[src/logic/ntt_pkg.sv]
package ntt_pkg;

    // ------------------------------------------------------------------
    // ML-DSA arithmetic constants
    // ------------------------------------------------------------------

    // Coefficient width
    localparam int COEFF_W = 23;

    // Prime modulus, 2^23 - 2^13 + 1
    localparam logic [COEFF_W-1:0] NTT_Q = 23'd8380417;

    // floor(2^48 / Q), reduction of products below 2^46
    localparam logic [25:0] BARRETT_MU = 26'd33587228;

    // ------------------------------------------------------------------
    // Datapath types
    // ------------------------------------------------------------------

    // Residue modulo Q
    typedef logic [COEFF_W-1:0] coeff_t;

    // Unreduced product of two residues
    typedef logic [2*COEFF_W-1:0] prod_t;

    // Core operating modes
    typedef enum logic [2:0] {
        // Forward NTT butterfly
        MODE_CT  = 3'd0,
        // Inverse NTT butterfly
        MODE_GS  = 3'd1,
        // Pointwise multiply, add, subtract
        MODE_PWM = 3'd2,
        MODE_PWA = 3'd3,
        MODE_PWS = 3'd4
    } op_mode_t;

endpackage

[src/logic/ntt_op_intake.sv]
`timescale 1ns/1ps

module ntt_op_intake #(
    parameter int FIFO_DEPTH = 4
) (
    input  logic              clk,
    input  logic              reset_n,
    input  logic              zeroize_i,
    input  logic              req_i,
    input  ntt_pkg::op_mode_t mode_i,
    input  ntt_pkg::coeff_t   a0_i, a1_i, a2_i, a3_i,
    input  ntt_pkg::coeff_t   b0_i, b1_i, b2_i, b3_i,
    input  ntt_pkg::coeff_t   w0_i, w1_i, w2_i, w3_i,
    input  logic              pop_i,
    output logic              ack_o,
    output logic              issue_o,
    output ntt_pkg::op_mode_t mode_o,
    output ntt_pkg::coeff_t   a0_o, a1_o, a2_o, a3_o,
    output ntt_pkg::coeff_t   b0_o, b1_o, b2_o, b3_o,
    output ntt_pkg::coeff_t   w0_o, w1_o, w2_o, w3_o
);

    import ntt_pkg::*;

    // Counts in flight plus queued results, 0..FIFO_DEPTH
    localparam int CNT_W = $clog2(FIFO_DEPTH + 1);

    typedef enum logic [1:0] {
        IDLE,
        ACKED,
        WAIT_LOW
    } hs_state_t;

    hs_state_t        state_q;
    logic [CNT_W-1:0] credit_q;
    logic             accept;

    // New operation only with a free result slot
    assign accept = (state_q == IDLE) && req_i && (credit_q < FIFO_DEPTH);
    assign ack_o  = (state_q == ACKED);

    // ------------------------------------------------------------------
    // Four-phase handshake and credit count
    // ------------------------------------------------------------------
    always_ff @(posedge clk or negedge reset_n) begin
        if (!reset_n) begin
            state_q  <= IDLE;
            issue_o  <= 1'b0;
            credit_q <= '0;
        end else if (zeroize_i) begin
            state_q  <= IDLE;
            issue_o  <= 1'b0;
            credit_q <= '0;
        end else begin
            issue_o <= accept;
            case (state_q)
                IDLE:  if (accept) state_q <= ACKED;
                // Hold ack until the requester lets go
                ACKED: if (!req_i) state_q <= WAIT_LOW;
                // ack has fallen, handshake closes
                default: state_q <= IDLE;
            endcase
            // Up on issue, down on pop
            if (issue_o && !pop_i) begin
                credit_q <= credit_q + 1'b1;
            end else if (!issue_o && pop_i) begin
                credit_q <= credit_q - 1'b1;
            end
        end
    end

    // Operand capture, held for the core
    always_ff @(posedge clk) begin
        if (zeroize_i) begin
            mode_o                   <= MODE_CT;
            {a0_o, a1_o, a2_o, a3_o} <= '0;
            {b0_o, b1_o, b2_o, b3_o} <= '0;
            {w0_o, w1_o, w2_o, w3_o} <= '0;
        end else if (accept) begin
            mode_o                   <= mode_i;
            {a0_o, a1_o, a2_o, a3_o} <= {a0_i, a1_i, a2_i, a3_i};
            {b0_o, b1_o, b2_o, b3_o} <= {b0_i, b1_i, b2_i, b3_i};
            {w0_o, w1_o, w2_o, w3_o} <= {w0_i, w1_i, w2_i, w3_i};
        end
    end

endmodule

[config.mk]
export PLATFORM = sky130hd
export DESIGN_NAME = ntt_op_intake
export DESIGN_NICKNAME = d
export VERILOG_FILES = /design/src/logic/ntt_pkg.sv /design/src/logic/ntt_op_intake.sv
export SDC_FILE = /design/constraint.sdc
export NUM_CORES = 1
export LEC_CHECK = 0
export ABC_AREA = 1
export BUFFER_PORTS_ARGS = -buffer_cell sky130_fd_sc_hd__buf_2
export CAP_MARGIN = 20
export CORE_AREA = 3 3 217 219
export DETAILED_ROUTE_END_ITERATION = 8
export DIE_AREA = 0 0 220 222
export PLACE_DENSITY = 0.42
export SLEW_MARGIN = 20
export SYNTH_ARGS = -nofsm -noshare
export SYNTH_HDL_FRONTEND = slang
export SYNTH_SLANG_ARGS = --single-unit
[constraint.sdc]
create_clock -name clk -period 1.7 [get_ports clk]
set_input_delay 0.34 -clock clk [delete_from_list [all_inputs] [get_ports clk]]
set_output_delay 0.34 -clock clk [all_outputs]
set_load 0.05 [all_outputs]
# --- After elaboration in Yosys (flattened, before gate mapping) ---
# Index checks and enable logic that the tools add are counted.
totals:
  register_bits: 285
  latchBits: 0
  ram_bits: 0
  romBits: 0
  in_bits: 284
  output_inout_bits: 281
  wordCells: 39
  mem_count: 0
classes:
  addsub: 2
  multipliers: 0
  div: 0
  magnitude_cmp: 1
  eq_ne: 3
  shift: 0
  n_mux: 8
  bitwise: 0
  n_reduce_logical: 9
ops:
  columns: ["cell", "count"]
  rows:
  - ["two-way mux 3 bit", 3]
  - ["two-way mux 2 bit", 3]
  - ["!= test 3 bit, second input constant", 2]
  - ["logical AND 1 bit", 4]
  - ["one-hot mux 2 bit (2 select lines)", 1]
  - ["adder 3 x 1 -> 3 bit, second input constant", 1]
  - ["less-than comparator 3 bit, second input constant", 1]
  - ["nonzero test 3 bit", 1]
  - ["subtractor 3 x 1 -> 3 bit, second input constant", 1]
  - ["== test 2 x 1 -> 1 bit, second input constant", 1]
  - ["zero test 1 bit", 2]
  - ["zero test 2 bit", 1]
  - ["AND reduction 2 bit", 1]
  - ["two-way mux 1 bit", 1]

# --- Depth between registers and ports, before layout ---
# Gate-level depths: netlist of the first run.
logic_depth:
  word_depth: 6
  ltp_mapped: 11
  mapped_depth_nobuf: 11

# --- Worst setup path before layout of the first run ---
# Ideal clock, no wire load.
synth_path:
  path_type: "register to register"
  startpoint: "register issue_o"
  endpoint: "register credit_q[2]"
  arrival_time_ns: 1.533
  required_ns: 1.583
  slack_ns: 0.050
  stages_incl_launch_ff: 10
  path_buffers: 0
  period_less_slack_ns: 1.650
  path_cell_list: "dfrtp_1 nand2_1 inv_1 fa_1 nand2_1 nand2_1 nand2_1 nand2_1 nand2_1 nand2_1"
synth_via:
  elab_chain_len: 3
synth_lines:
  columns: ["item", "line", "text"]
  rows:
  - ["start, declared", "ntt_op_intake.sv:16", "output logic issue_o,"]
  - ["start signal, assigned", "ntt_op_intake.sv:55", "issue_o <= accept;"]
  - ["logical AND 1 bit / zero test 1 bit (equally long branches)", "ntt_op_intake.sv:64, ntt_op_intake.sv:66", null]
  - ["two-way mux 3 bit / logical AND 1 bit (equally long branches)", "ntt_op_intake.sv:64, ntt_op_intake.sv:66", null]
  - ["two-way mux 3 bit / nonzero test 3 bit (equally long branches)", null, null]
  - ["end signal, assigned", "ntt_op_intake.sv:65", "credit_q <= credit_q + 1'b1;"]
  - ["end signal, assigned", "ntt_op_intake.sv:67", "credit_q <= credit_q - 1'b1;"]
  - ["end, declared", "ntt_op_intake.sv:35", "logic [CNT_W-1:0] credit_q;"]
# Several ways; a longest one is shown, not always the timed one.
# A chain may end at the register's enable or synchronous reset.

# --- Final worst setup path of the first run ---
layout_path:
  startpoint: "register state_q[0]"
  endpoint: "output port ack_o"
layout_via:
  elab_chain_len: 1
layout_lines:
  columns: ["item", "line", "text"]
  rows:
  - ["start, declared", "ntt_op_intake.sv:34", "hs_state_t state_q;"]
  - ["start signal, assigned", "ntt_op_intake.sv:47", "state_q <= IDLE;"]
  - ["start signal, assigned", "ntt_op_intake.sv:51", "state_q <= IDLE;"]
  - ["start signal, assigned", "ntt_op_intake.sv:57", "IDLE: if (accept) state_q <= ACKED;"]
  - ["== test 2 x 1 -> 1 bit", "ntt_op_intake.sv:40", "assign ack_o = (state_q == ACKED);"]
  - ["end, declared", "ntt_op_intake.sv:15", "output logic ack_o,"]
# No other way between the ends.

==> metrics.md, run 1 <==
| Metric | Value |
|---|---|
| Outcome | completed |
| #FFs+latches synth | 285 |
| Crit. Startpoint | state_q[0]$_DFFE_PN0P_ |
| Total of max-cap violations | 0 |
| Setup crit end | ack_o |
| Post-Syn Area per Cell | 7.799 um^2 |
| Routed vias/inst | 3.861 |
| Clk slew on worst S/H paths | 0.06 ns |
| CTS tree | built |
| Synth Instances | 1223 |
| Total global routing track utilization | 14.61% |
| Critical register-to-register path endpoint | b3_o[22]$_SDFFE_PP0P_ |
| Layout cells sized above 1 | 31.16% |
| Comb pwr share | 27.4% |
| Unrepaired setup endpoints after global routing | no |
| Fin nets | 2345 |
| Die Wd | 220 um |
| Power Total | 20.63 mW |
| Crit path kind | reg -> out |
| Initial DRC count | 389 |
| Final WL | 37.14 mm |
| Pint | 13.30 mW |
| ANT cells | 0 |
| Reg2Reg Setup Slack | 0.19 ns |
| Vias in the first global route | 10.72k |
| CP Max Fanout | 2 |
| Core Area | 45280 um^2 |
| Mapped Area | 9538 um^2 |
| # port buffers | 564 |
| Hold WS | 0.03069 ns |
| Achievable Freq | 633.3 MHz |
| Sw Pwr | 7.324 mW |
| Reg2reg path depth | 8 |
| Core Util, Final | 37.22% |
| Gp weighted congestion | 0.7893 |
| Clock Tree Buf Depth | 3 |
| Yosys cell types | 19 |
| Worst-margin pin slew | 0.3372 ns |
| Fin crit period | 1.579 ns |
| First-pass GRT wire length | 57.41 mm |
| Final period util | 92.89% |
| Worst path required time | 1.36 ns |
| Deepest level of the CTS H-tree | 2 |
| Worst path arrival time | 1.24 ns |
| Yosys warnings | 0 |
| Global route overflow | 0 |
| DRT Pass-1 Iters | 6 |
| Endpoints failing setup | 0 |
| Via count | 10.37k |
| Post-Syn Nets | 1508 |
| TritonCTS Sinks | 285 |
| Clock skew | 0.01201 ns |
| Initial antenna violation count | 0 |
| Filler cell count | 4739 |
| R2R Path Start | credit_q[2]$_DFFE_PN0P_ |
| Most common cell after layout, fill and taps aside | nand2_1 |
| Hold Path Class | in -> reg |
| Critical Path End Type | primary output |
| Die area | 48840 um^2 |
| Wirelength per Cell | 13.83 um |
| Pwr/cell area | 1224 nW/um^2 |
| Total CTS buffers | 35 |
| Initial Util | 21.06% |
| Max-slew headroom | 77.67% |
| Most frequent cells in the layout | 851 x nand2_1, 563 x buf_2, 279 x dfxtp_1 |
| Sum Neg Setup Slack | 0 ns |
| Peak supply drop | 655.9 uV |
| Final non-filler cell total | 2686 |
| Post-CTS Setup Inserts | 0 |
| DRC viols | 0 |
| Worst skew pair latency | 0.53 ns |
| Synth-to-layout area growth | 76.72% |
| Largest net degree at the start of global routing | 53 |
| Post-synthesis sequential area ratio | 60.13% |
| Root Buffer | clkbuf_16 |
| Lkg Pwr | 9.255 nW |
| # rows | 78 |
| Placed insts | 2352 |
| DRT antenna net count | 0 |
| Final Hold Vio Count | 0 |
| Net Sw Frac | 35.51% |
| Die Height | 222 um |
| Top Ports | 565 |
| Slew Limit Fails | 0 |
| Crit start category | flip-flop |
| Clk pwr share | 34.8% |
| Post-detail-place hpwl | 27.07 mm |
| Sequential share of power | 37.8% |
-- metrics by stage --
stage / setup slack (ns) / instance area, um^2
after global routing: 0.02593 / 16850
after detailed placement: 0.1834 / 13020
after global placement: 0.2329 / 13020
after floorplan: 0.05039 / 9538
final: 0.1209 / 16850
after CTS: 0.03104 / 16850
-- layout make-up --
type                       instances  area, um^2  share of cell area, %
inverter                          13       56.30                 0.3341
clock buffer                      55        1052                  6.243
sequential                       285        5736                  34.03
clock inverter                     8       61.31                 0.3637
timing repair buffer             860        5879                  34.88
multi-input combinational        865        3319                  19.69
tap                              600       750.7                  4.454
-- routing by layer --
metal	wire [um]	up-vias	global-route usage, %
li1	-	5339	-
met1	14900	4592	16.43
met2	17980	382	25.99
met3	3376	58	5.112
met4	882	0	4.113
met5	0	-	0
-- what timing repair did --
action / CTS / global route
hold buffers: 271 / 0
gates resized for setup: 1 / 2
endpoints found under the hold margin: 276 / 0
setup endpoints to repair: 1 / 1
-- kinds of logic after synthesis --
| kind of cell | count (synthesis) | share of synthesized area, % |
|---|---|---|
| AOI/OAI and AO/OA | 1 | 0.05242 |
| adders and majority gates | 1 | 0.2099 |
| buffers and inverters | 73 | 5.090 |
| DFF | 285 | 60.13 |
| and+or+nand+nor | 863 | 34.51 |
-- critical path, stage by stage, from the launching register on --
cell and delay [ns]:
dfrtp_1 0.35, inv_1 0.07, nor2_2 0.12, buf_6 0.18
-- worst min path at each step --
stage / to / slack, ns / cells past startpoint / start
floorplan: credit_q[0]$_DFFE_PN0P_ / 0.04 / 0 / reset_n
detailed placement: issue_o$_DFF_PN0_ / 0.18 / 1 / reset_n
finish: w3_o[12]$_SDFFE_PP0P_ / 0.03 / 3 / w3_i[12]
CTS: b0_o[19]$_SDFFE_PP0P_ / 0.0004 / 3 / b0_i[19]
global placement: issue_o$_DFF_PN0_ / 0.18 / 1 / reset_n
global route: a0_o[12]$_SDFFE_PP0P_ / 0.006 / 3 / a0_i[12]
-- synth_stat cells --
cell | instances | area share [%]
inv_2 | 2 | 0.079
buf_6 | 19 | 2.2
nand3_1 | 2 | 0.10
buf_2 | 31 | 1.6
dfxtp_1 | 279 | 59
inv_4 | 1 | 0.066
nor2_1 | 1 | 0.039
nor2_8 | 2 | 0.42
buf_1 | 4 | 0.16
buf_4 | 3 | 0.24
clkbuf_1 | 2 | 0.079
fa_1 | 1 | 0.21
inv_1 | 10 | 0.39
buf_12 | 1 | 0.21
nand2_2 | 3 | 0.20
a21oi_1 | 1 | 0.052
nand2_1 | 851 | 33
dfrtp_1 | 6 | 1.6
nand4_1 | 4 | 0.26
-- power by group through the flow --
stage,clock network [mW],logic (mW),registers (mW)
5_1_grt,7.74,6.01,7.88
4_1_cts,7.47,5.70,7.80
2_1_floorplan,0,1.11,10.4
3_3_place_gp,0,5.18,7.91
3_5_place_dp,0,5.18,7.92
6_report,7.18,5.64,7.80
Power figures use the tool's default switching activity.
==> run 2: changes to the inputs <==
Settings changed: ABC_AREA 1 to not set, PLACE_DENSITY 0.42 to 0.41.
==> run 2 against run 1 <==
  * Area after synthesis decreased by 7.8%
  * Clock-buffer cell count decreased by 2
  * Flip-flop and latch count unchanged
  * Utilization decreased by 3.7 points
  * Critical path depth decreased by 1
  * Non-clock buffer count decreased by 116
  * Combinational power decreased by 16%
  * Hold slack improved by 0.013 ns
  * Largest cell class is now registers
  * Highest routed layer unchanged
==> metrics.md, run 2 <==
| Metric | Value |
|---|---|
| DRT antenna net count | 0 (unchanged) |
| Main flop type after synthesis | dfxtp_1 |
| Clk slew on worst S/H paths | 0.06 ns (about the same) |
| # rows | 78 (unchanged) |
| Pwr/cell area | 1306 nW/um^2 (+6.7%) |
| Final Hold Vio Count | 0 (unchanged) |
| Post-Syn Nets | 933 (-38%) |
| Cell chain of the critical path | nor2b_2, buf_6 |
| Layout cells sized above 1 | 48.31% (+17 points) |
| Unrepaired setup endpoints after global routing | yes |
| Worst path required time | 1.36 ns (about the same) |
| Initial DRC count | 299 (-23%) |
| #FFs+latches synth | 285 (unchanged) |
| Peak supply drop | 710.0 uV (+8.2%) |
| Synth-to-layout area growth | 72.72% |
| Worst path arrival time | 1.29 ns (+0.05 ns) |
| Synth Instances | 648 (-47%) |
| Wirelength per Cell | 17.14 um (+24%) |
| Max stage delay on crit path | 0.45 ns (+0.10 ns) |
| Die area | 48840 um^2 (unchanged) |
| Most common cell after layout, fill and taps aside | buf_2 |
| CTS tree | built |
| Cell taking the most area after synthesis | dfxtp_1 |
| Most frequent cells in the layout | 563 x buf_2, 279 x a22o_1, 279 x dfxtp_1 |
| Outcome | completed |
| EDFF count, synth | 0 (unchanged) |
| Gp weighted congestion | 0.7545 (-4.4%) |
| Met3 usage | 4.659% (-0.45 points) |
| Async SR Flop Fraction | 2.105% (unchanged) |
| Kind of cell adding the most delay to the critical path | flip-flops |
| DRC viols | 0 (unchanged) |
| Total CTS buffers | 34 (-2.9%) |
| Met2 Resource Use GR | 22.23% (-3.8 points) |
| # port buffers | 564 (unchanged) |
| Fin crit period | 1.632 ns (+0.05288 ns) |
| Routed vias/inst | 4.097 (+6.1%) |
| Yosys top cell area share | 63.52% (+5.0 points) |
| Critical path buffers and inverters | 1 (-1) |
| Largest net degree at the start of global routing | 41 (-23%) |
| Placed instance area | 12340 um^2 (-5.2%) |
| Synth cell count leaders | 279 x a22o_1, 279 x dfxtp_1, 31 x buf_2, 22 x buf_6, 7 x clkbuf_1 |
| Deepest level of the CTS H-tree | 2 (unchanged) |
| Clock Tree Buf Depth | 3 (unchanged) |
| Post-Layout Inst Area | 15190 um^2 (-9.9%) |
| Met1 usage | 14.56% (-1.9 points) |
| CP Max Fanout | 5 (+3) |
| Root Buffer | clkbuf_16 |
| Slew Limit Fails | 0 (unchanged) |
| TritonCTS Sinks | 285 (unchanged) |
| Via count | 8153 (-21%) |
| DRT Pass-1 Iters | 4 (-2) |
| First-pass GRT wire length | 49.45 mm (-14%) |
| Vias in the first global route | 8403 (-22%) |
| Top Ports | 565 (unchanged) |
| Core Area | 45280 um^2 (unchanged) |
| Mapped Area | 8793 um^2 (-7.8%) |
| Endpoints failing setup | 0 (unchanged) |
| Top post-synthesis cells by area | dfxtp_1 64%, a22o_1 28%, buf_6 2.8% |
| Critical Path End Type | primary output |
| Post-Syn Area per Cell | 13.57 um^2 (+74%) |
| Initial Util | 19.42% (-1.6 points) |
| Max-slew headroom | 79.34% (+1.7 points) |
| Die Height | 222 um (unchanged) |
| Hold WS | 0.04361 ns (+0.01292 ns) |
| Lkg Pwr | 7.437 nW (-20%) |
| Post-synthesis sequential area ratio | 65.22% (+5.1 points) |
| Die Wd | 220 um (unchanged) |
| Achievable Freq | 612.7 MHz (-3.2%) |
| Post-detail-place hpwl | 23.97 mm (-11%) |
| Fin nets | 1651 (-30%) |
| GR peak layer | met2 |
| Initial antenna violation count | 1 (+1) |
| Filler cell count | 4616 (-2.6%) |
| Yosys cell types | 23 (+4) |
| Hold Path Class | in -> reg |
| Yosys warnings | 0 (unchanged) |
| Critical path's slowest cell | dfrtp_2 |
| Total global routing track utilization | 12.81% (-1.8 points) |
| Total of max-cap violations | 0 (unchanged) |
| Worst skew pair latency | 0.52 ns (about the same) |
| Final WL | 34.11 mm (-8.2%) |
| Global route overflow | 0 (unchanged) |
| Worst-margin pin slew | 0.3121 ns (-0.02516 ns) |
| Crit start category | flip-flop |
| Final period util | 96.00% (+3.1 points) |
| Clock skew | 0.01050 ns (-0.001514 ns) |
| Crit path kind | reg -> out |
==> run 2: changes by cell type in the layout (fill, tap and decap cells not counted), sizes merged, moves of 3 or more <==
cell	previous run	this run
a22o	0	279
buf	589	603
clkbuf	55	58
dlygate4sd3	271	136
inv	15	2
nand2	854	0
nand4	4	0
nor2b	0	3
nor4b	0	3
==> run 2: report_power, final <==
group	leakage, nW	internal [mW]	switching, mW
combinational	4.50	1.56	3.16
clock	0.579	4.68	2.81
sequential	2.36	7.30	0.325
total	7.44	13.5	6.29
==> run 2: timing repair <==
item,CTS,global route
hold endpoints to repair,141,0
buffers inserted,0,7
gates cloned,0,7
hold buffers,136,0
gates resized for setup,4,16
endpoints found under the setup margin,1,146
==> run 2: kinds of logic (layout without fill, tap and decap cells) <==
| family | Yosys count | in the layout | share of synthesized area (%) |
|---|---|---|---|
| AOI/OAI and AO/OA | 281 | 281 | 27.93 |
| xor gates and xnor gates | 2 | 2 | 0.1992 |
| adders and majority gates | 1 | 1 | 0.2277 |
| buffers and inverters | 64 | 805 | 5.137 |
| DFF | 285 | 285 | 65.22 |
| other | 0 | 1 | 0 |
| and+or+nand+nor | 15 | 15 | 1.281 |
==> run 2: per-stage QoR <==
step                      total power, mW  instances  worst slack (ns)  util [%]   TNS, ns
after detailed placement            12.09       1780           0.05198     27.25         0
after global routing                20.70       1990          -0.01361     33.54  -0.06499
final                               19.83       1990           0.06799     33.54         0
after floorplan                     10.76        648           0.07089         -         0
after CTS                           20.04       1975         0.0006416     32.86         0
after global placement              12.10       1780           0.05221     27.25         0
==> run 2: final timing paths <==
path                                        start                 endpoint  cells after the start  slack, ns
max                        state_q[0]$_DFFE_PN0P_                    ack_o                      2       0.07
max reg2reg                state_q[0]$_DFFE_PN0P_    a0_o[16]$_SDFFE_PP0P_                      5       0.10
min                                      w2_i[20]    w2_o[20]$_SDFFE_PP0P_                      2       0.04
max in group asynchronous                 reset_n  credit_q[2]$_DFFE_PN0P_                      2       1.35
min in group asynchronous                 reset_n   state_q[1]$_DFFE_PN0P_                      2       0.19
min reg2reg                  b0_o[7]$_SDFFE_PP0P_     b0_o[7]$_SDFFE_PP0P_                      1       0.46
==> run 2: worst reg2reg max path: stages, from the launching register on <==
cell	delay (ns)
dfrtp_2	0.45
nor4_4	0.34
clkbuf_16	0.23
buf_8	0.17
buf_4	0.20
a22o_1	0.16
==> run 2: layout make-up <==
class | instances | area, um^2 | area share [%]
Sequential cell | 285 | 5741 | 37.80
Antenna cell | 1 | 2.502 | 0.01648
Tap cell | 600 | 750.7 | 4.943
Multi-Input combinational cell | 299 | 2644 | 17.41
Clock buffer | 53 | 1086 | 7.151
Clock inverter | 6 | 83.83 | 0.5519
Timing Repair Buffer | 744 | 4873 | 32.09
Inverter | 2 | 7.507 | 0.04943
==> run 2: layer usage <==
metal,vias up,part of all wire [%]
met5,-,0
met4,0,2.4
met3,53,9.2
met2,354,49
met1,3806,40
li1,3940,-
