==> src/logic/ntt_pkg.sv <==
package ntt_pkg;

    // ------------------------------------------------------------------
    // ML-DSA arithmetic constants
    // ------------------------------------------------------------------

    // Coefficient width
    localparam int COEFF_W = 23;

    // Prime modulus, 2^23 - 2^13 + 1
    localparam logic [COEFF_W-1:0] NTT_Q = 23'd8380417;

    // floor(2^48 / Q), reduction of products below 2^46
    localparam logic [25:0] BARRETT_MU = 26'd33587228;

    // ------------------------------------------------------------------
    // Datapath types
    // ------------------------------------------------------------------

    // Residue modulo Q
    typedef logic [COEFF_W-1:0] coeff_t;

    // Unreduced product of two residues
    typedef logic [2*COEFF_W-1:0] prod_t;

    // Core operating modes
    typedef enum logic [2:0] {
        // Forward NTT butterfly
        MODE_CT  = 3'd0,
        // Inverse NTT butterfly
        MODE_GS  = 3'd1,
        // Pointwise multiply, add, subtract
        MODE_PWM = 3'd2,
        MODE_PWA = 3'd3,
        MODE_PWS = 3'd4
    } op_mode_t;

endpackage

==> src/logic/ntt_result_queue.sv <==
`timescale 1ns/1ps

module ntt_result_queue #(
    parameter int FIFO_DEPTH = 4
) (
    input  logic            clk,
    input  logic            reset_n,
    input  logic            zeroize_i,
    input  logic            valid_i,
    input  ntt_pkg::coeff_t r0_i, r1_i, r2_i, r3_i,
    input  logic            out_ack_i,
    output logic            out_req_o,
    output ntt_pkg::coeff_t out_r0_o, out_r1_o, out_r2_o, out_r3_o,
    output logic            pop_o
);

    import ntt_pkg::*;

    localparam int PTR_W = $clog2(FIFO_DEPTH);
    localparam int CNT_W = $clog2(FIFO_DEPTH + 1);

    typedef enum logic [1:0] {
        EMPTY_WAIT,
        REQ,
        ACK_LOW
    } out_state_t;

    out_state_t       state_q;
    logic [PTR_W-1:0] wr_ptr_q, rd_ptr_q;
    logic [CNT_W-1:0] count_q;
    logic             pop;
    logic             has_data;
    coeff_t           mem [FIFO_DEPTH][4];

    // Wrap at depth, depth need not be a power of two
    function automatic logic [PTR_W-1:0] ptr_next(logic [PTR_W-1:0] p);
        return (p == PTR_W'(FIFO_DEPTH - 1)) ? '0 : p + 1'b1;
    endfunction

    // Entry leaves when the consumer acknowledges
    assign pop = (state_q == REQ) && out_ack_i;
    // A write this cycle counts, so req rises right after it
    assign has_data = (count_q != '0) || valid_i;

    // ------------------------------------------------------------------
    // Pointers, fill level and output handshake
    // ------------------------------------------------------------------
    always_ff @(posedge clk or negedge reset_n) begin
        if (!reset_n) begin
            state_q  <= EMPTY_WAIT;
            {wr_ptr_q, rd_ptr_q, count_q} <= '0;
            pop_o    <= 1'b0;
        end else if (zeroize_i) begin
            state_q  <= EMPTY_WAIT;
            {wr_ptr_q, rd_ptr_q, count_q} <= '0;
            pop_o    <= 1'b0;
        end else begin
            pop_o <= pop;
            if (valid_i) wr_ptr_q <= ptr_next(wr_ptr_q);
            if (pop) rd_ptr_q <= ptr_next(rd_ptr_q);
            if (valid_i && !pop) begin
                count_q <= count_q + 1'b1;
            end else if (!valid_i && pop) begin
                count_q <= count_q - 1'b1;
            end
            case (state_q)
                EMPTY_WAIT: if (has_data) state_q <= REQ;
                REQ:        if (out_ack_i) state_q <= ACK_LOW;
                // Next req only once ack is back low
                default:    if (!out_ack_i) state_q <= has_data ? REQ : EMPTY_WAIT;
            endcase
        end
    end

    // Storage, credits in the intake keep it from overflowing
    always_ff @(posedge clk) begin
        if (zeroize_i) begin
            mem <= '{default: '0};
        end else if (valid_i) begin
            mem[wr_ptr_q] <= '{r0_i, r1_i, r2_i, r3_i};
        end
    end

    assign out_req_o = (state_q == REQ);
    assign out_r0_o  = mem[rd_ptr_q][0];
    assign out_r1_o  = mem[rd_ptr_q][1];
    assign out_r2_o  = mem[rd_ptr_q][2];
    assign out_r3_o  = mem[rd_ptr_q][3];

endmodule

==> config.mk <==
export PLATFORM = sky130hd
export DESIGN_NAME = ntt_result_queue
export DESIGN_NICKNAME = d
export VERILOG_FILES = /design/src/logic/ntt_pkg.sv /design/src/logic/ntt_result_queue.sv
export SDC_FILE = /design/constraint.sdc
export NUM_CORES = 1
export LEC_CHECK = 0
export BUFFER_PORTS_ARGS = -buffer_cell sky130_fd_sc_hd__buf_2
export CAP_MARGIN = 25
export CORE_MARGIN = 2
export CORE_UTILIZATION = 55
export CTS_CLUSTER_DIAMETER = 120
export DETAILED_ROUTE_END_ITERATION = 16
export GPL_ROUTABILITY_DRIVEN = 0
export MAX_ROUTING_LAYER = met4
export PLACE_DENSITY_LB_ADDON = 0.1
export SETUP_SLACK_MARGIN = 0.2
export SYNTH_ARGS = -nofsm -noshare
export SYNTH_HDL_FRONTEND = slang
export SYNTH_SLANG_ARGS = --single-unit
export TNS_END_PERCENT = 100
==> constraint.sdc <==
create_clock -name clk -period 2.81 [get_ports clk]
set_clock_uncertainty 0.2 [all_clocks]
set_input_delay 0.281 -clock clk [delete_from_list [all_inputs] [get_ports clk]]
set_output_delay 0.281 -clock clk [all_outputs]
set_load 0.02 [all_outputs]
* Yosys cells after proc, flatten, opt, wreduce, memory -nomap -nowiden
Index checks and enable logic that the tools add are counted.
** Storage, ports and cells
- Flip-flop bits (word level) :: 378
- Memory bits (read-only) :: 0
- Output and inout port bits :: 94
- Memories :: 0
- RAM bits :: 0
- Word-level logic and storage cells :: 71
- Bits in latches :: 0
** Operators by class
- Reduce and logical (&&, ||, !) cells :: 13
- Equal/unequal tests :: 6
- $mul :: 0
- Magnitude comparators :: 3
- Shift operators :: 0
- Muxes and demuxes :: 22
- Divide/modulo/power cells :: 0
- Bitwise logic cells :: 2
- Add/sub/neg operators :: 4
** Operators with widths (number)
- $bwmux W368 :: 1
- $mux W92 :: 3
- $bmux W92 S2 :: 1
- $demux W92 S2 :: 1
- $mux W2 :: 10
- $mux W3 :: 3
- $ge A3 B3 Y1 const B :: 2
- $ne A3 B3 Y1 const B :: 2
- $not A2 Y3 :: 2
- $reduce_bool A3 Y1 :: 2
- $add A2 B1 Y2 const B :: 2
- $eq A2 B2 Y1 const B :: 2
- $logic_and A1 B1 Y1 :: 4
- $ne A4 B2 Y1 const B :: 1
- $pmux W2 S2 :: 1
- $reduce_bool A2 Y1 :: 2
- $add A3 B1 Y3 const B :: 1
- $lt A3 B1 Y1 const B :: 1
- $reduce_and A3 Y1 :: 1
- $sub A3 B1 Y3 const B :: 1
- $eq A2 B1 Y1 const B :: 1
- $logic_not A1 Y1 :: 2
- $logic_not A2 Y1 :: 1
- $mux W1 :: 2
- $logic_or A1 B1 Y1 :: 1

* Logic depth before layout (Yosys ltp)
Gate-level depths: netlist (run 1).
- Depth in word-level cells :: 6
- Gate-level depth with buffers :: 7
- Gate-level depth less buffers :: 6

* Worst setup path before layout (run 1)
Ideal clock, no wire load.
- Path kind :: reg2reg
- From :: reg state_q[1]
- To :: reg count_q[2]
- Setup slack :: 0.655 ns
- Required time :: 2.485 ns
- Arrival time :: 1.830 ns
- Stages on the path, launching flop included :: 7
- Cell sequence :: dfrtp_1 nand3b_2 and2_1 fa_1 nor2b_1 mux2i_1 mux2_2
** Between the ends
- Cells in the longest elaborated chain, start to end :: 6
** RTL lines
- start, declared :: line ntt_result_queue.sv:28 : out_state_t state_q;
- start signal, assigned :: line ntt_result_queue.sv:70 : default: if (!out_ack_i) state_q <= has_data ? REQ : EMPTY_WAIT;
- $eq A2 B1 Y1 * :: line ntt_result_queue.sv:41 : assign pop = (state_q == REQ) && out_ack_i;
- $logic_and A1 B1 Y1 * :: line ntt_result_queue.sv:41
- $logic_not A1 Y1 :: line ntt_result_queue.sv:61 : if (valid_i && !pop) begin
- $logic_and A1 B1 Y1 :: line ntt_result_queue.sv:61
- $mux W3 :: line ntt_result_queue.sv:61
- $mux W3 :: line ntt_result_queue.sv:53 : end else if (zeroize_i) begin
- end signal, assigned :: line ntt_result_queue.sv:62 : count_q <= count_q + 1'b1;
- end signal, assigned :: line ntt_result_queue.sv:64 : count_q <= count_q - 1'b1;
- end, declared :: line ntt_result_queue.sv:30 : logic [CNT_W-1:0] count_q;
Mark *: on every way between the ends. The rest lies on a longest branch, timed or not.
A chain may end at the register's enable or synchronous reset.

* Worst setup path in the final report (run 1)
- From :: reg rd_ptr_q[1]
- To :: out out_r1_o[6]
** Between the ends
- Cells in the longest elaborated chain, start to end :: 4
** RTL lines
- start, declared :: line ntt_result_queue.sv:29 : logic [PTR_W-1:0] wr_ptr_q, rd_ptr_q;
- start signal, assigned :: line ntt_result_queue.sv:60 : if (pop) rd_ptr_q <= ptr_next(rd_ptr_q);
- $not A2 Y3 (not written as such) :: line ntt_result_queue.sv:86 : assign out_r1_o = mem[rd_ptr_q][1];
- $bmux W92 S2 :: line ntt_result_queue.sv:86
- $mux W92 (2 in a row)
- end, declared :: line ntt_result_queue.sv:13 : output ntt_pkg::coeff_t out_r0_o, out_r1_o, out_r2_o, out_r3_o,
Every way passes these cells. The select of a mux whose other input is x is not followed.

==> results of run 1 <==
==> what timing repair did <==
item / in CTS / in global routing
buffers inserted: 8 / 0
hold endpoints to repair: 384 / 0
endpoints found under the setup margin: 92 / 0
hold buffers: 96 / 0
==> Yosys cell counts <==
cell,count
o21ai_0,1
nor2b_1,4
clkbuf_1,38
a31oi_1,1
nand3_1,1
or4_1,1
dfxtp_1,368
buf_1,1
and2_1,5
buf_12,1
mux2_2,3
nor2_1,11
nor3b_1,1
nand3b_2,1
fa_1,1
buf_4,37
nand2_1,741
ha_1,5
inv_1,4
a21oi_1,369
dfrtp_1,10
xor2_1,1
nand2b_1,1
or3_4,1
a21oi_2,1
buf_6,5
mux2i_1,4
mux4_2,92
buf_2,62
==> power breakdown <==
part	switching, W	leakage (nW)	internal [W]	total [W]
sequential	0.000114	3.12	0.00558	0.00569
combinational	0.000922	3.25	0.000652	0.00157
clock	0.00207	0.645	0.00313	0.00519
total	0.00310	7.01	0.00935	0.0125
==> cell families (layout without fill, tap and decap cells) <==
group	count (synthesis)	after routing	synth area share
xor gates and xnor gates	1	1	0.000566
and+or+nand+nor	767	767	0.189
AOI/OAI and AO/OA	372	372	0.121
muxes	99	99	0.139
adders and majority gates	6	6	0.00534
other	0	2	0
buffers and inverters	148	405	0.0534
DFF	378	378	0.492
==> flip-flops by register name (all words and copies together) (netlist names) <==
signal,cells
rd_ptr_q,2
state_q,2
wr_ptr_q,2
pop_o,1
count_q,3
mem,368
==> worst paths after layout <==
check	start	end	slack [ns]	cells past startpoint
max reg2reg	state_q[1]	count_q[2]	0.53	6
min reg2reg	mem[81]	mem[81]	0.25	2
max	rd_ptr_q[1]	out_r1_o[6]	0.29	3
max in group asynchronous	reset_n	rd_ptr_q[1]	2.16	2
min	reset_n	pop_o	0.02	2
min in group clk	valid_i	wr_ptr_q[0]	0.08	3
==> critical path: cells and delay by family (launching register included) <==
kind / cells / cell delay [ns]
buf+inv: 2 / 0.47
flops: 1 / 0.47
mux: 1 / 0.56
==> layer usage <==
layer  up-vias  track usage  share of wire
li1       6349            -              -
met1      6317        0.374           0.43
met2       390        0.476           0.49
met3        63       0.0393          0.060
met4         0       0.0742          0.021
met5         -            -              0
==> area by class of cell <==
cell class                 count  area (um2)
clock buffer                  68        1260
tap                          378         473
clock inverter                 5        50.0
antenna                        2        5.00
timing repair buffer         328        2500
inverter                       4        15.0
fill                        2330        8780
sequential                   378        7620
multi-input combinational   1245        7070
==> metrics by stage <==
stage,cell area (um2),worst slack (ns),instances,util
2_1_floorplan,15500,0.655,1771,-
3_3_place_gp,16600,0.520,2229,0.598
3_5_place_dp,16600,0.507,2229,0.598
4_1_cts,19000,0.261,2406,0.684
5_1_grt,19000,0.225,2408,0.684
6_report,19000,0.288,2408,0.684
==> metrics.md, run 1 <==
| Metric | Value |
|---|---|
| Cells along the critical path | `buf_12, mux4_2, buf_2` |
| Result of the run | `finished, final reports clean` |
| Die height | `172 um` |
| Netlist area before placement | `0.0155 mm2` |
| Most frequent cells in the layout | `737 x nand2_1, 369 x a21oi_1, 368 x dfxtp_1` |
| Cell Rows | `61` |
| CTS Root Buffer Type | `clkbuf_16` |
| Nets in the synthesized netlist | `1874` |
| Highest-delay cell along the critical path | `mux4_2` |
| Wire length of the first global-routing pass | `66.2 mm` |
| Most common cell after layout, fill and taps aside | `nand2_1` |
| Chip Width | `172 um` |
| Slew margin rel. | `0.607` |
| Number of global-route vias before repair | `12.8k` |
| Number of unique standard cell types used by synthesis | `29` |
| Synth warnings | `0` |
| Library cell with the largest summed area after synthesis | `dfxtp_1` |
| Antenna Violating Nets Remaining | `0` |
| Peak supply drop | `0.486 mV` |
| Initial drt markers | `1022` |
| TNS Setup | `0 ns` |
| Total routing usage reported by global routing | `0.287` |
| Total Routed Length | `41.4 mm` |
| Data required, critical path | `2.33 ns` |
| Power per cell area | `656 mW/mm2` |
| TritonCTS Buffers | `41` |
| Worst slack on hold paths | `0.0236 ns` |
| TritonCTS clock tree | `done` |
| Share of the yosys chip area belonging to registers | `0.492` |
| Die Outline Area | `0.0295 mm2` |
| Syn Area/Cell | `8.74 um2` |
| Gates resized, CTS repair | `0` |
| Total number of clock tree sinks | `378` |
| Capturing element type of the critical path | `output port` |
| Clock period minus final worst setup slack | `2.52 ns` |
| Max Slew Vio Count | `0` |
| Maximum Capacitance Violations | `0` |
| Initial antenna violation count | `2` |
| Drt via density | `5.45` |
| Htree depth | `2` |
| Core area | `0.0278 mm2` |
| Critical path start-end classification | `reg -> out` |
| Detailed-placement wirelength estimate | `24.3 mm` |
| Synth top area cells | `dfxtp_1 48%, nand2_1 18%, mux4_2 13%, a21oi_1 12%, buf_2 2.0%` |
| Total setup violations reported at the end of the flow | `0` |
| Via count | `13.1k` |
| Total power | `0.0125 W` |
| Post-route DRC violation count | `0` |
| Startpoint types | `flop` |
| Leakage power summed over all cells | `7.01 nW` |
| Pre-antenna DRT Iters | `5` |
| Unrepaired setup endpoints after global routing | `false` |
| Synth-to-Final Area Change | `22.8%` |
| Global route total overflow | `0` |
| Final Net Count | `2101` |
| Achievable clock frequency | `396 MHz` |
| Hold crit path type | `in -> async` |
| Synthesized flop and latch total | `378` |
| Cells after Synth | `1771` |
| Port Buf Inserts | `190` |
| Worst-path fanout max | `39` |
| Clock latency of the later-clocked register in the worst-skew pair | `0.52 ns` |
| Average detailed-routed wire length per instance | `17.2 um` |
| Clk slew on worst S/H paths | `0.06 ns` |
| Maximum clock insertion buffer count | `3` |
| Period utilization | `0.898` |
| Hold violation total from the final report | `0` |
| Number of top-level design ports | `191` |
| Critical path's largest stage delay | `0.56 ns` |
| Area share of the largest cell type after synthesis | `0.476` |
| Fraction of layout instances using a drive strength above 1 | `0.197` |
| Initial Util | `0.557` |
| Signal arrival time at the worst endpoint | `2.04 ns` |
| Worst-Margin Slew | `0.589 ns` |
| Maximum number of pins on one net before global-route repair | `90` |
(Power assumes the default switching activity.)
==> inputs of run 2 (changes only) <==
--- a/config.mk
+++ b/config.mk
@@ -5,7 +5,7 @@
 export SDC_FILE = /design/constraint.sdc
 export NUM_CORES = 1
 export LEC_CHECK = 0
-export BUFFER_PORTS_ARGS = -buffer_cell sky130_fd_sc_hd__buf_2
+export BUFFER_PORTS_ARGS = -buffer_cell sky130_fd_sc_hd__buf_4
 export CAP_MARGIN = 25
 export CORE_MARGIN = 2
 export CORE_UTILIZATION = 55
==> metrics.md, run 2 (synthesized netlist as in run 1, its figures left out) <==
| Metric | Value |
|---|---|
| Combinational power share | `0.131 (+0.005)` |
| Internal power | `0.00964 W (+3.1%)` |
| Unrepaired setup endpoints after global routing | `false` |
| Routed length on met3 | `2.82 mm (+14%)` |
| Sw power | `0.00315 W (+1.4%)` |
| Total setup violations reported at the end of the flow | `0 (unchanged)` |
| Maximum Capacitance Violations | `0 (unchanged)` |
| Slew margin rel. | `0.626 (+0.0192)` |
| Share of the core filled with cells in the final layout | `0.701 (+0.0176)` |
| Clk pwr share | `0.424 (+0.007)` |
| Data required, critical path | `2.33 ns (about the same)` |
| Average detailed-routed wire length per instance | `17.4 um (+1.2%)` |
| Signal arrival time at the worst endpoint | `2.06 ns (+0.02 ns)` |
| Hold violation total from the final report | `0 (unchanged)` |
| Most common cell after layout, fill and taps aside | `nand2_1` |
| TritonCTS clock tree | `done` |
| Initial drt markers | `1137 (+11%)` |
| Clock latency of the later-clocked register in the worst-skew pair | `0.52 ns (about the same)` |
| Pre-antenna DRT Iters | `5 (unchanged)` |
| Wire length the detailed router placed on met1 | `17.2 mm (-3.0%)` |
| Antenna Violating Nets Remaining | `0 (unchanged)` |
| Worst-path fanout max | `27 (-31%)` |
| Final Net Count | `2095 (-0.29%)` |
| Power per cell area | `656 mW/mm2 (about the same)` |
| Hold crit path type | `reg -> reg` |
| Net switching share of the total power | `0.246 (-0.00295)` |
| Cell Rows | `61 (unchanged)` |
| Initial antenna violation count | `0 (-2)` |
| Final instance count without filler cells | `2396 (-0.50%)` |
| Setup slack at placement | `0.531 ns (+0.0238 ns)` |
| Peak supply drop | `0.528 mV (+8.6%)` |
| Total Routed Length | `41.6 mm (+0.70%)` |
| Flip-flop count of the largest register after layout | `368 (unchanged)` |
| Drt via density | `5.48 (+0.59%)` |
| Clock period minus final worst setup slack | `2.54 ns (+0.0153 ns)` |
| Achievable clock frequency | `394 MHz (-0.60%)` |
| Core area | `0.0278 mm2 (unchanged)` |
| Die height | `172 um (unchanged)` |
| Sequential standard cell area | `0.00762 mm2 (unchanged)` |
| Maximum clock insertion buffer count | `3 (unchanged)` |
| Final-layout fill cell count | `2191 (-6.0%)` |
| Global route total overflow | `0 (unchanged)` |
| Period utilization | `0.903 (+0.00543)` |
| TritonCTS Buffers | `39 (-4.9%)` |
| Post-route DRC violation count | `0 (unchanged)` |
| Max Slew Vio Count | `0 (unchanged)` |
| Total routing usage reported by global routing | `0.287 (about the same)` |
| Chip Width | `172 um (unchanged)` |
| Worst-Margin Slew | `0.560 ns (-0.0287 ns)` |
| Flop pwr share | `0.445 (-0.012)` |
| Capturing element type of the critical path | `output port` |
| Number of placed instances, taps included | `2227 (-0.090%)` |
| Number of top-level design ports | `191 (unchanged)` |
| Clk slew on worst S/H paths | `0.06 ns (about the same)` |
| Footprint of the multi-input gates | `0.00707 mm2 (unchanged)` |
| Fraction of layout instances using a drive strength above 1 | `0.196 (-0.000512)` |
| Final instance area | `0.0195 mm2 (+2.6%)` |
| Detailed-placement wirelength estimate | `23.7 mm (-2.7%)` |
| Port Buf Inserts | `190 (unchanged)` |
| Number of global-route vias before repair | `12.9k (+1.0%)` |
| Result of the run | `finished, final reports clean` |
| Uppermost metal layer occupied by signal nets | `met4` |
| Maximum number of pins on one net before global-route repair | `109 (+21%)` |
| Wire length of the first global-routing pass | `65.6 mm (-0.88%)` |
| Dpl cell area | `0.0171 mm2 (+2.9%)` |
| Die Outline Area | `0.0295 mm2 (unchanged)` |
| Total number of clock tree sinks | `378 (unchanged)` |
| Final antenna diode count | `0 (-2)` |
| Startpoint types | `flop` |
| Leakage power summed over all cells | `7.11 nW (+1.4%)` |
| Register name with the most flops | `mem` |
| Htree depth | `2 (unchanged)` |
| Biggest regs | `mem x368, count_q x3` |
| TNS Setup | `0 ns (unchanged)` |
| Initial Util | `0.557 (unchanged)` |
| Met2 routed wirelength | `20.8 mm (+2.6%)` |
| Most frequent cells in the layout | `737 x nand2_1, 369 x a21oi_1, 368 x dfxtp_1` |
| Critical path start-end classification | `reg -> out` |
| Synth-to-Final Area Change | `25.9%` |
| Via count | `13.1k (+0.084%)` |
| CTS Root Buffer Type | `clkbuf_16` |
| Smallest setup slack after layout | `0.272 ns (-0.0153 ns)` |
==> run 2: layout make-up <==
cell class,instances,area share
flip-flops and latches,378,0.391
multi-input cells,1245,0.363
repair buffers,324,0.152
clock buffers,54,0.0593
well taps,378,0.0243
clock inverters,13,0.00976
inverters,4,0.000771
==> run 2: path summary, 6_finish.rpt <==
kind                                   from          end  slack, ns  cells after the start
worst max-delay path            rd_ptr_q[0]  out_r3_o[9]       0.27                      3
max in group asynchronous           reset_n  rd_ptr_q[0]       1.41                      3
worst min register to register     mem[126]     mem[126]       0.25                      2
worst min-delay path               mem[126]     mem[126]       0.25                      2
worst max register to register  wr_ptr_q[0]      mem[22]       0.37                      6
min in group asynchronous           reset_n  wr_ptr_q[1]       0.63                      3
==> run 2: repair_timing <==
action	in CTS	in global routing
hold buffers	98	0
gates resized for setup	0	0
hold endpoints to repair	384	0
buffers inserted	4	0
setup endpoints to repair	74	0
==> run 2: stage by stage <==
step	hold WS, ns	total power (W)
CTS	0.254	0.0129
global route	0.265	0.0132
global placement	-0.0794	0.00732
finish	0.252	0.0128
floorplan	-0.215	0.00675
detailed placement	-0.0757	0.00736
==> run 2: power groups by stage <==
stage	combinational [W]	sequential, W	clock (W)
2_1_floorplan	0.000981	0.00576	0
3_3_place_gp	0.00150	0.00581	0
3_5_place_dp	0.00153	0.00582	0
4_1_cts	0.00168	0.00569	0.00548
5_1_grt	0.00181	0.00571	0.00570
6_report	0.00168	0.00569	0.00542
==> run 2: critical path: stages (launching register included) <==
cell,delay (ns)
dfrtp_4,0.53
buf_12,0.26
mux4_2,0.55
buf_4,0.18
==> run 2: metal layers <==
layer,vias to the layer above,global-route usage
met1,6283,0.357
li1,6326,-
met3,65,0.0458
met5,-,-
met4,0,0.0782
met2,456,0.489
==> inputs of run 3 (changes only) <==
==> constraint.sdc (replaced) <==
create_clock -name clk -period 2.81 [get_ports clk]
set_clock_uncertainty 0.2 [all_clocks]
set_input_delay 0.562 -clock clk [delete_from_list [all_inputs] [get_ports clk]]
set_output_delay 0.562 -clock clk [all_outputs]
set_load 0.02 [all_outputs]
==> metrics.md, run 3 (synthesized netlist as in run 1, its figures left out) <==
| Metric | Value |
|---|---|
| Capturing element type of the critical path | `output port` |
| Critical path start-end classification | `reg -> out` |
| Total number of clock tree sinks | `378 (unchanged)` |
| Total setup violations reported at the end of the flow | `0 (unchanged)` |
| Startpoint types | `flop` |
| Die Outline Area | `0.0295 mm2 (unchanged)` |
| Peak supply drop | `0.525 mV (-0.41%)` |
| Period utilization | `0.986 (+0.0832)` |
| TritonCTS clock tree | `done` |
| Average detailed-routed wire length per instance | `18.4 um (+6.1%)` |
| Result of the run | `finished, final reports clean` |
| Total power | `0.0130 W (+1.9%)` |
| Clock period minus final worst setup slack | `2.77 ns (+0.234 ns)` |
| Share of the core filled with cells in the final layout | `0.703 (+0.00140)` |
| Fraction of layout instances using a drive strength above 1 | `0.219 (+0.0228)` |
| Pre-antenna DRT Iters | `5 (unchanged)` |
| Worst-path fanout max | `5 (-81%)` |
| Synth-to-Final Area Change | `26.2%` |
| Leakage power summed over all cells | `7.07 nW (-0.49%)` |
| Initial antenna violation count | `0 (unchanged)` |
| Max Slew Vio Count | `0 (unchanged)` |
| CP startpoint | `rd_ptr_q[0]` |
| TritonCTS Buffers | `41 (+5.1%)` |
| Worst-Margin Slew | `0.624 ns (+0.0639 ns)` |
| Total Routed Length | `43.0 mm (+3.2%)` |
| Htree depth | `2 (unchanged)` |
| Worst min-delay path startpoint | `r2_i[10]` |
| Most common cell after layout, fill and taps aside | `nand2_1` |
| Hold violation total from the final report | `0 (unchanged)` |
| Total routing usage reported by global routing | `0.290 (+0.00272)` |
| Antenna Violating Nets Remaining | `0 (unchanged)` |
| Number of top-level design ports | `191 (unchanged)` |
| Port Buf Inserts | `190 (unchanged)` |
| Maximum clock insertion buffer count | `3 (unchanged)` |
| Clk slew on worst S/H paths | `0.06 ns (about the same)` |
| Initial drt markers | `1037 (-8.8%)` |
| Final-layout fill cell count | `2200 (+0.41%)` |
| Wire length of the first global-routing pass | `65.6 mm (about the same)` |
| Achievable clock frequency | `361 MHz (-8.4%)` |
| Flip-flop count of the largest register after layout | `368 (unchanged)` |
| Biggest regs | `mem x368, count_q x3` |
| Final Net Count | `2028 (-3.2%)` |
| CTS Root Buffer Type | `clkbuf_16` |
| Via count | `13.0k (-1.1%)` |
| Power per cell area | `667 mW/mm2 (+1.7%)` |
| Most frequent cells in the layout | `737 x nand2_1, 369 x a21oi_1, 368 x dfxtp_1` |
| Maximum Capacitance Violations | `0 (unchanged)` |
| Die height | `172 um (unchanged)` |
| Initial Util | `0.557 (unchanged)` |
| Footprint of the multi-input gates | `0.00707 mm2 (unchanged)` |
| Sequential standard cell area | `0.00762 mm2 (unchanged)` |
| Cell Rows | `61 (unchanged)` |
| Reg-to-reg startpoint | `state_q[1]` |
| Clock latency of the later-clocked register in the worst-skew pair | `0.53 ns (about the same)` |
| Core area | `0.0278 mm2 (unchanged)` |
| Unrepaired setup endpoints after global routing | `true` |
| Number of global-route vias before repair | `12.4k (-3.8%)` |
| Hold crit path type | `in -> reg` |
| Detailed-placement wirelength estimate | `23.8 mm (+0.70%)` |
| Register name with the most flops | `mem` |
| Final antenna diode count | `0 (unchanged)` |
| Signal arrival time at the worst endpoint | `2.01 ns (-0.05 ns)` |
| Chip Width | `172 um (unchanged)` |
| Global route total overflow | `0 (unchanged)` |
| Post-route DRC violation count | `0 (unchanged)` |
| Maximum number of pins on one net before global-route repair | `79 (-28%)` |
| Drt via density | `5.57 (+1.6%)` |
| Slew margin rel. | `0.584 (-0.0426)` |
| Data required, critical path | `2.05 ns (-0.28 ns)` |
-- run 3: changes by cell type in the layout (fill, tap and decap cells not counted), moves of 5 or more --
cell	delta
dlygate4sd3_1	-97
buf_6	+96
buf_4	-91
clkbuf_16	+8
buf_12	+7
buf_16	+6
clkbuf_8	+5
-- run 3: worst paths after layout --
| path | depth (start not counted) | end | slack (ns) |
|---|---|---|---|
| max reg2reg | 6 | count_q[2] | 0.56 |
| max | 4 | out_r3_o[22] | 0.04 |
| min reg2reg | 2 | mem[101] | 0.25 |
| min | 3 | mem[33] | 0.1 |
| min in group asynchronous | 2 | wr_ptr_q[0] | 0.26 |
| max in group asynchronous | 2 | rd_ptr_q[0] | 1.99 |
-- run 3: what timing repair did --
item	4_1_cts	5_1_grt
pin swaps	0	0
setup buffers	10	9
setup endpoints to repair	92	92
cloned	4	7
endpoints found under the hold margin	10	0
gates resized for setup	36	74
hold buffers	1	0
-- run 3: worst max-delay path, cell delays in order (launching register included) --
cell and delay [ns]:
dfrtp_4 0.48, buf_6 0.16, clkbuf_16 0.17, mux4_2 0.51, buf_6 0.15
-- run 3: cell type report --
class                   count  share of cell area
flip-flops and latches    378               0.391
clock inverters            10             0.00660
clock buffers              62              0.0654
well taps                 378              0.0242
multi-input cells        1245               0.362
repair buffers            255               0.150
inverters                   4            0.000769
-- run 3: metal layers --
metal | vias up | routed length (um) | track usage
met5 | - | 0 | -
met4 | 0 | 1130 | 0.0870
met3 | 82 | 2950 | 0.0520
met2 | 415 | 21500 | 0.481
met1 | 6266 | 17400 | 0.364
li1 | 6219 | - | -
-- run 3: stage by stage --
stage	area, um2	setup TNS (ns)	setup WS [ns]	hold WS, ns	instances
3_3_place_gp	17200	0	0.440	0.203	2229
4_1_cts	19000	0	0.00133	0.0728	2316
5_1_grt	19500	-0.0189	-0.00701	0.0866	2332
3_5_place_dp	17200	0	0.427	0.202	2229
2_1_floorplan	15500	0	0.626	0.0664	1771
6_report	19500	0	0.0385	0.0970	2332
-- run 3: power breakdown --
group	internal (W)	switching [W]	total, W
Combinational	0.000818	0.000965	0.00178
Clock	0.00340	0.00215	0.00555
Sequential	0.00558	0.000115	0.00569
Total	0.00980	0.00323	0.0130
